## src/include/rob_consts.svh

```systemverilog
// reorder buffer constants
// sizes of the per-thread queues, the register files and the PC
// the index widths are derived from the sizes

`ifndef ROB_CONSTS_SVH
`define ROB_CONSTS_SVH

// entries per thread queue, must be a power of two
`define ROB_DEPTH 8
`define ROB_IDX_W $clog2(`ROB_DEPTH)

// physical register file
`define PRF_SIZE 64
`define PRN_W $clog2(`PRF_SIZE)

`define ARN_W 5		// 32 architectural registers

`define PC_W 64

`endif

```

## src/hw/rob_pkg.sv

```systemverilog
// reorder buffer types
// tags, dispatch and completion records, stored entries
// and the records that leave the buffer on commit

`include "rob_consts.svh"

package rob_pkg;

	typedef logic [`ROB_IDX_W-1:0] rob_idx_t;

	// thread bit is set for thread 2
	typedef struct packed
	{
		logic is_thread2;
		rob_idx_t idx;
	} rob_tag_t;

	// one dispatched instruction
	typedef struct packed
	{
		logic [`PC_W-1:0] pc;
		logic [`ARN_W-1:0] arn_dest;
		logic [`PRN_W-1:0] prn_dest;
		logic is_branch;
	} rob_inst_t;

	// completion report from one functional unit
	typedef struct packed
	{
		logic valid;
		rob_tag_t tag;
		logic mispredict;
		logic [`PC_W-1:0] target_pc;
	} rob_done_t;

	typedef struct packed
	{
		logic [`PC_W-1:0] pc;
		logic [`ARN_W-1:0] arn_dest;
		logic [`PRN_W-1:0] prn_dest;
		logic is_branch;
		logic executed;			// set by a completion
		logic mispredict;
		logic [`PC_W-1:0] target_pc;
	} rob_entry_t;

	typedef struct packed
	{
		logic valid;
		logic is_thread1;
		logic [`PC_W-1:0] pc;
		logic [`PC_W-1:0] target_pc;
		logic is_branch;
		logic mispredict;
		logic [`ARN_W-1:0] arn_dest;
		logic [`PRN_W-1:0] prn_dest;
	} rob_commit_t;

	// source of a commit slot
	typedef enum logic [1:0]
	{
		src_none = 2'd0,
		src_t1 = 2'd1,
		src_t2 = 2'd2
	} commit_src_e;

endpackage

```

## src/hw/rob_thread_queue.sv

```systemverilog
// reorder buffer queue for one thread
// circular store of ROB_DEPTH entries, head and tail carry a wrap bit
// writes a dispatched pair at the tail, marks entries executed on completion,
// retires from the head and drops everything younger than the head on flush

`include "rob_consts.svh"

module rob_thread_queue
	import rob_pkg::*;
#(
	parameter bit thread_id = 1'b0		// 0 serves thread 1, 1 serves thread 2
)
(
	input logic clock,
	input logic reset,
	input logic thread1,
	input logic load,
	input rob_inst_t inst1,
	input rob_inst_t inst2,
	input rob_done_t done1,
	input rob_done_t done2,
	input logic [1:0] retire_count,
	input logic flush,
	output rob_tag_t tag1,
	output rob_tag_t tag2,
	output rob_entry_t head_entry,
	output rob_entry_t second_entry,
	output logic head_valid,
	output logic second_valid,
	output logic full
);

	localparam int ptr_w = `ROB_IDX_W + 1;

	rob_entry_t entries [`ROB_DEPTH];

	logic [ptr_w-1:0] head;
	logic [ptr_w-1:0] tail;
	logic [ptr_w-1:0] next_head;
	logic [ptr_w-1:0] count;
	rob_idx_t head_idx;
	rob_idx_t head_next_idx;
	rob_idx_t tail_idx;
	rob_idx_t tail_next_idx;
	rob_idx_t offset [`ROB_DEPTH];		// distance of each slot from the head
	logic [`ROB_DEPTH-1:0] occupied;
	logic [`ROB_DEPTH-1:0] done1_hit;
	logic [`ROB_DEPTH-1:0] done2_hit;
	logic mine;
	logic wr_en;

	// a freshly dispatched entry has not executed yet
	function automatic rob_entry_t new_entry(input rob_inst_t inst);
		rob_entry_t e;
		e = '0;
		e.pc = inst.pc;
		e.arn_dest = inst.arn_dest;
		e.prn_dest = inst.prn_dest;
		e.is_branch = inst.is_branch;
		return e;
	endfunction

	assign head_idx = head[`ROB_IDX_W-1:0];
	assign tail_idx = tail[`ROB_IDX_W-1:0];
	assign head_next_idx = head_idx + 1'b1;		// wraps with the power-of-two depth
	assign tail_next_idx = tail_idx + 1'b1;

	assign count = tail - head;
	assign next_head = head + ptr_w'(retire_count);

	// fewer than two free entries
	assign full = count > (`ROB_DEPTH - 2);
	assign head_valid = count != '0;
	assign second_valid = count > 1;

	assign mine = load && (thread1 == (thread_id == 1'b0));
	assign wr_en = mine && !full && !flush;		// a flush cycle drops the pair

	assign head_entry = entries[head_idx];
	assign second_entry = entries[head_next_idx];

	// tags read zero unless the pair is accepted here
	always_comb
	begin
		tag1 = '0;
		tag2 = '0;
		if (wr_en)
		begin
			tag1.is_thread2 = thread_id;
			tag1.idx = tail_idx;
			tag2.is_thread2 = thread_id;
			tag2.idx = tail_next_idx;
		end
	end

	// a completion only counts for a live entry of this thread
	always_comb
	begin
		for (int i = 0; i < `ROB_DEPTH; i++)
		begin
			offset[i] = rob_idx_t'(i) - head_idx;
			occupied[i] = {1'b0, offset[i]} < count;
			done1_hit[i] = done1.valid && (done1.tag.is_thread2 == thread_id) &&
				(done1.tag.idx == rob_idx_t'(i)) && occupied[i];
			done2_hit[i] = done2.valid && (done2.tag.is_thread2 == thread_id) &&
				(done2.tag.idx == rob_idx_t'(i)) && occupied[i];
		end
	end

	// entry store
	always_ff @(posedge clock)
	begin
		if (wr_en)
		begin
			entries[tail_idx] <= new_entry(inst1);
			entries[tail_next_idx] <= new_entry(inst2);
		end
		for (int i = 0; i < `ROB_DEPTH; i++)
		begin
			if (done1_hit[i])
			begin
				entries[i].executed <= 1'b1;
				entries[i].mispredict <= done1.mispredict;
				entries[i].target_pc <= done1.target_pc;
			end
			else if (done2_hit[i])
			begin
				entries[i].executed <= 1'b1;
				entries[i].mispredict <= done2.mispredict;
				entries[i].target_pc <= done2.target_pc;
			end
		end
	end

	// pointers
	always_ff @(posedge clock)
	begin
		if (reset)
		begin
			head <= '0;
			tail <= '0;
		end
		else
		begin
			head <= next_head;
			if (flush)
				tail <= next_head;		// younger entries are gone
			else if (wr_en)
				tail <= tail + ptr_w'(2);
		end
	end

endmodule

```

## src/hw/rob_commit_select.sv

```systemverilog
// commit selector for the two thread queues
// picks up to two executed entries in program order per cycle,
// thread 1 first, and builds the commit records
// also returns the retire count and flush request for each thread

module rob_commit_select
	import rob_pkg::*;
(
	input rob_entry_t t1_head,
	input rob_entry_t t1_second,
	input rob_entry_t t2_head,
	input rob_entry_t t2_second,
	input logic t1_head_valid,
	input logic t1_second_valid,
	input logic t2_head_valid,
	input logic t2_second_valid,
	output rob_commit_t commit1,
	output rob_commit_t commit2,
	output logic [1:0] t1_retire,
	output logic [1:0] t2_retire,
	output logic t1_flush,
	output logic t2_flush
);

	commit_src_e slot1_src;
	commit_src_e slot2_src;
	rob_entry_t slot1_entry;
	rob_entry_t slot2_entry;
	logic slot1_kill;		// mispredicted branch in slot 1
	logic slot2_kill;
	logic t1_ready;
	logic t2_ready;
	logic t1_second_ready;
	logic t2_second_ready;

	function automatic rob_commit_t to_commit(input rob_entry_t e, input logic is_t1);
		rob_commit_t c;
		c.valid = 1'b1;
		c.is_thread1 = is_t1;
		c.pc = e.pc;
		c.target_pc = e.target_pc;
		c.is_branch = e.is_branch;
		c.mispredict = e.mispredict;
		c.arn_dest = e.arn_dest;
		c.prn_dest = e.prn_dest;
		return c;
	endfunction

	assign t1_ready = t1_head_valid && t1_head.executed;
	assign t2_ready = t2_head_valid && t2_head.executed;
	assign t1_second_ready = t1_second_valid && t1_second.executed;
	assign t2_second_ready = t2_second_valid && t2_second.executed;

	always_comb
	begin
		slot1_src = src_none;
		slot1_entry = '0;
		if (t1_ready)
		begin
			slot1_src = src_t1;
			slot1_entry = t1_head;
		end
		else if (t2_ready)
		begin
			slot1_src = src_t2;
			slot1_entry = t2_head;
		end
		slot1_kill = slot1_entry.is_branch && slot1_entry.mispredict;

		// nothing follows a mispredicted branch in the same cycle
		slot2_src = src_none;
		slot2_entry = '0;
		if (!slot1_kill)
		begin
			if (slot1_src == src_t1 && t1_second_ready)
			begin
				slot2_src = src_t1;
				slot2_entry = t1_second;
			end
			else if (slot1_src == src_t2 && t2_second_ready)
			begin
				slot2_src = src_t2;
				slot2_entry = t2_second;
			end
			else if (slot1_src == src_t1 && t2_ready)		// other thread fills the gap
			begin
				slot2_src = src_t2;
				slot2_entry = t2_head;
			end
		end
		slot2_kill = slot2_entry.is_branch && slot2_entry.mispredict;
	end

	assign commit1 = (slot1_src == src_none) ? '0 : to_commit(slot1_entry, slot1_src == src_t1);
	assign commit2 = (slot2_src == src_none) ? '0 : to_commit(slot2_entry, slot2_src == src_t1);

	assign t1_retire = {1'b0, slot1_src == src_t1} + {1'b0, slot2_src == src_t1};
	assign t2_retire = {1'b0, slot1_src == src_t2} + {1'b0, slot2_src == src_t2};

	assign t1_flush = (slot1_src == src_t1 && slot1_kill) || (slot2_src == src_t1 && slot2_kill);
	assign t2_flush = (slot1_src == src_t2 && slot1_kill) || (slot2_src == src_t2 && slot2_kill);

endmodule

```

## src/hw/rob_top.sv

```systemverilog
// two-thread reorder buffer
// one queue per thread and a shared commit selector
// the dispatched pair goes to the thread named by thread1, tags come back
// in the same cycle, up to two instructions commit per cycle

module rob_top
	import rob_pkg::*;
(
	input logic clock,
	input logic reset,
	input logic thread1,
	input logic load,
	input rob_inst_t inst1,
	input rob_inst_t inst2,
	input rob_done_t done1,
	input rob_done_t done2,
	output rob_tag_t tag1,
	output rob_tag_t tag2,
	output rob_commit_t commit1,
	output rob_commit_t commit2,
	output logic t1_full,
	output logic t2_full
);

	rob_tag_t t1_tag1;
	rob_tag_t t1_tag2;
	rob_tag_t t2_tag1;
	rob_tag_t t2_tag2;
	rob_entry_t t1_head;
	rob_entry_t t1_second;
	rob_entry_t t2_head;
	rob_entry_t t2_second;
	logic t1_head_valid;
	logic t1_second_valid;
	logic t2_head_valid;
	logic t2_second_valid;
	logic [1:0] t1_retire;
	logic [1:0] t2_retire;
	logic t1_flush;
	logic t2_flush;

	// thread 1 queue
	rob_thread_queue #(.thread_id(1'b0)) t1_queue_inst
	(
		.clock(clock),
		.reset(reset),
		.thread1(thread1),
		.load(load),
		.inst1(inst1),
		.inst2(inst2),
		.done1(done1),
		.done2(done2),
		.retire_count(t1_retire),
		.flush(t1_flush),
		.tag1(t1_tag1),
		.tag2(t1_tag2),
		.head_entry(t1_head),
		.second_entry(t1_second),
		.head_valid(t1_head_valid),
		.second_valid(t1_second_valid),
		.full(t1_full)
	);

	rob_thread_queue #(.thread_id(1'b1)) t2_queue_inst
	(
		.clock(clock),
		.reset(reset),
		.thread1(thread1),
		.load(load),
		.inst1(inst1),
		.inst2(inst2),
		.done1(done1),
		.done2(done2),
		.retire_count(t2_retire),
		.flush(t2_flush),
		.tag1(t2_tag1),
		.tag2(t2_tag2),
		.head_entry(t2_head),
		.second_entry(t2_second),
		.head_valid(t2_head_valid),
		.second_valid(t2_second_valid),
		.full(t2_full)
	);

	rob_commit_select commit_select_inst
	(
		.t1_head(t1_head),
		.t1_second(t1_second),
		.t2_head(t2_head),
		.t2_second(t2_second),
		.t1_head_valid(t1_head_valid),
		.t1_second_valid(t1_second_valid),
		.t2_head_valid(t2_head_valid),
		.t2_second_valid(t2_second_valid),
		.commit1(commit1),
		.commit2(commit2),
		.t1_retire(t1_retire),
		.t2_retire(t2_retire),
		.t1_flush(t1_flush),
		.t2_flush(t2_flush)
	);

	// tags come from the queue that took the pair
	assign tag1 = thread1 ? t1_tag1 : t2_tag1;
	assign tag2 = thread1 ? t1_tag2 : t2_tag2;

endmodule

```

## config.mk

```make
export PLATFORM = sky130hd
export DESIGN_NAME = rob_top
export DESIGN_NICKNAME = d
export VERILOG_FILES = /design/src/hw/rob_pkg.sv /design/src/hw/rob_thread_queue.sv /design/src/hw/rob_commit_select.sv /design/src/hw/rob_top.sv
export VERILOG_INCLUDE_DIRS = /design/src /design/src/include
export SDC_FILE = /design/constraint.sdc
export NUM_CORES = 2
export LEC_CHECK = 0
export ABC_CLOCK_PERIOD_IN_PS = 29000
export BUFFER_PORTS_ARGS = -buffer_cell sky130_fd_sc_hd__clkbuf_2
export CAP_MARGIN = 10
export CORE_ASPECT_RATIO = 2
export CORE_UTILIZATION = 45
export CTS_CLUSTER_DIAMETER = 150
export CTS_CLUSTER_SIZE = 10
export DETAILED_ROUTE_END_ITERATION = 10
export PLACE_DENSITY = 0.72
export SYNTH_ARGS = -nofsm -noshare
export SYNTH_HDL_FRONTEND = slang
export SYNTH_SLANG_ARGS = --single-unit
```

## constraint.sdc

```tcl
create_clock -name clock -period 29 [get_ports clock]
set_clock_uncertainty 0.2 [all_clocks]
set_input_delay 5.8 -clock clock [delete_from_list [all_inputs] [get_ports clock]]
set_output_delay 5.8 -clock clock [all_outputs]
set_load 0.05 [all_outputs]
```

==> results.sh <==
export IMPL_status="finished, final reports clean"
export IMPL_clockRootBuffer="clkbuf_16"
export IMPL_antenna_found_initial=83
export IMPL_grt_max_degree=120
export IMPL_syn_area_sq_mm=0.135
export IMPL_start_util_pct=45.3
export IMPL_hold_path_class="reg2reg"
export IMPL_syn_area_per_cell_sq_um=14.9
export IMPL_fmax_ghz=0.0698
export IMPL_p_leak_nw=47.7
export IMPL_cpPeakStageDelay_ps=780
export IMPL_ant_nets=0
export IMPL_crit_chain="clkbuf_2 -> nand2b_1 -> or4_1 -> inv_1 -> o211ai_4 -> inv_1 -> clkbuf_2"
export IMPL_post_cts_buffers=0
export IMPL_synth_main_ff_cell="edfxtp_1"
export IMPL_cts_sinks=2288
export IMPL_worst_path_max_delay_cell="or4_1"
export IMPL_synth_area_leaders="edfxtp_1 50%, mux4_2 19%, mux2_2 8.5%"
export IMPL_fill_cells=24600
export IMPL_drc=0
export IMPL_drv_cap=0
export IMPL_post_cts_resized=0
export IMPL_setup_viol=0
export IMPL_slew_headroom_pct=14.9
export IMPL_io_pins=592
export IMPL_crit_required_ps=23000
export IMPL_grt_pass1_vias=101000
export IMPL_drive_above_1_share_pct=38.1
export IMPL_path_delay_family="buffers and inverters"
export IMPL_syn2layout_area_growth_pct=9.54
export IMPL_slew_viol_final=0
export IMPL_grt_pass1_wl_microns=727000
export IMPL_crit_fanout=19
export IMPL_design_core_area_sq_mm=0.297
export IMPL_yosysTopAreaCell="edfxtp_1"
export IMPL_via_count=98200
export IMPL_synth_distinct_cells=61
export IMPL_tightest_slew_ps=1280
export IMPL_cp_end_kind="output port"
export IMPL_syn_inst=9056
export IMPL_crit_type="in2out"
export IMPL_timing_final_crit_share_pct=49.4
export IMPL_path_clk_slew_ps=60
export IMPL_syn_nets=9404
export IMPL_track_usage_pct=33.8
export IMPL_die_h_microns=775
export IMPL_synth_top_area_share_pct=50.3
export IMPL_die_w_microns=389
export IMPL_wirelength_microns=524000
export IMPL_std_cell_rows=283
export IMPL_drt_iter0_drc=14300
export IMPL_tns_ps=0
export IMPL_final_cells=12800
export IMPL_path_buf_inv=4
export IMPL_fp_dieArea_sq_mm=0.301
export IMPL_ys_async_sr_fraction_pct=0
export IMPL_grt_setup_unrepaired="no"
export IMPL_seq_area_frac_synth_pct=50.8
export IMPL_htreeDepth=5
export IMPL_synth_warnings=0
export IMPL_ir_drop_mv=0.0681
export IMPL_cts_hold_buf=0
export IMPL_io_buffers=591
export IMPL_cts_buffer_depth=4
export IMPL_placedCellCount=12500
export IMPL_synth_seq_cells=2288
export IMPL_cts_tree="built"
export IMPL_gr_total_overflow=0
export IMPL_dr_pass1_iters=6
export IMPL_viasPerCell=7.66
export IMPL_cts_made_buffers=271
export IMPL_synth_edf_count=2256
export IMPL_utilization_pct=49.6
export IMPL_avgRoutedWirePerCell_microns=40.9
export IMPL_period_minus_slack_ps=14330
export IMPL_powerDensity_mw_per_mm2=76.7
export IMPL_nets=9239
export IMPL_clk_latency_ps=860
export IMPL_crit_arrival_ps=8330
export IMPL_power_total_w=0.0113
export IMPL_place_gp_congestion=0.924
export IMPL_startpoint_type="input pin"
export IMPL_dp_hpwl_microns=290000
export IMPL_hold_viol=0
==> placed cells by master, fill, tap and decap left out, types with 24 or more instances in the layout <==
master,n
nand2_1,405
a211oi_1,27
nor2_4,24
clkbuf_2,591
clkbuf_16,279
inv_1,28
ha_1,44
a22oi_1,152
mux2_2,1018
mux2i_1,397
diode_2,49
and3_1,27
o22ai_1,145
mux4_2,1136
a21oi_1,66
nor2_1,364
buf_4,229
dfxtp_1,27
or3_1,125
a311oi_1,117
o21ai_0,119
a22o_1,1038
edfxtp_1,2256
mux2_1,60
==> cell type report <==
class | instances | area [sq um] | share of cell area [%]
tap | 3847 | 4810 | 3.26
timing repair buffer | 837 | 5020 | 3.40
clock buffer | 292 | 7030 | 4.77
clock inverter | 16 | 200 | 0.136
multi-input combinational | 5453 | 61700 | 41.8
antenna | 49 | 123 | 0.0832
inverter | 40 | 195 | 0.132
sequential | 2288 | 68400 | 46.4
==> logic make-up after synthesis <==
kind of cell	after synthesis	share of synthesized area (%)
multiplexers	2611	31.0
flip-flops	2288	50.8
AO/OA/AOI/OAI	1724	10.2
buffers and inverters	1315	3.94
AND/OR/NAND/NOR	1046	3.39
adder cells (fa/ha/maj)	52	0.517
XOR/XNOR	20	0.130
==> worst reg2reg max path: cells and delay by family (launching register included) <==
kind	cells	cell delay, ps
buffers and inverters	6	4360
AO/OA/AOI/OAI	2	1040
multiplexers	2	950
adder cells (fa/ha/maj)	1	940
flip-flops	1	900
AND/OR/NAND/NOR	1	420
==> synth_stat cells, drive strengths merged (8+ instances only) <==
library cell / n
ha: 46
clkbuf: 825
nor2: 388
xnor2: 13
a22oi: 152
or3: 126
o21ai: 133
edfxtp: 2256
a22o: 1038
nor4: 14
nand2b: 11
a21oi: 66
a311oi: 117
nor2b: 12
and3: 27
mux4: 1136
inv: 35
mux2: 1078
nor3: 29
o22ai: 149
nand3: 8
a211oi: 29
buf: 450
dfxtp: 32
mux2i: 397
nand2: 405
==> stage by stage <==
stage | hold WS, ps | setup WS (ps) | area (sq um)
after floorplan | 270 | 15200 | 135000
after global placement | 298 | 14740 | 140000
after detailed placement | 312 | 14740 | 140000
after CTS | 326 | 14730 | 147000
after global routing | 340 | 14590 | 147000
final | 328 | 14670 | 147000
==> routing by layer <==
layer	wire length, microns	global-route usage [%]	vias to the layer above
li1	-	-	36700
met4	45700	25.9	70
met5	445	0	-
met3	75100	11.6	2913
met2	244000	54.1	9157
met1	159000	36.8	49300
==> flip-flops by register name, indices dropped and copies added, names as in the netlist <==
register,cells
t1_queue_inst.tail,4
t1_queue_inst.head,4
t1_queue_inst.entries,1136
t2_queue_inst.head,4
t2_queue_inst.entries,1136
t2_queue_inst.tail,4
==> path summary, 6_finish.rpt <==
path / from / end / slack [ps] / cells past startpoint
worst min register to register: t1_queue_inst.entries[5][65]$_SDFFE_PP1P_ / t1_queue_inst.entries[5][65]$_SDFFE_PP1P_ / 330 / 2
worst max-delay path: thread1 / tag2[3] / 14670 / 7
worst max register to register: t1_queue_inst.head[0]$_SDFF_PP0_ / t1_queue_inst.entries[1][51]$_SDFFCE_PN0P_ / 19700 / 12
worst min-delay path: t1_queue_inst.entries[5][65]$_SDFFE_PP1P_ / t1_queue_inst.entries[5][65]$_SDFFE_PP1P_ / 330 / 2
==> report_power, final <==
group          switching, W  leakage [nW]  internal [W]
Combinational       0.00251          23.6       0.00151
Sequential         0.000186          20.5       0.00404
Clock               0.00136          3.55       0.00171
No activity file was read; power rests on OpenSTA's default activity.
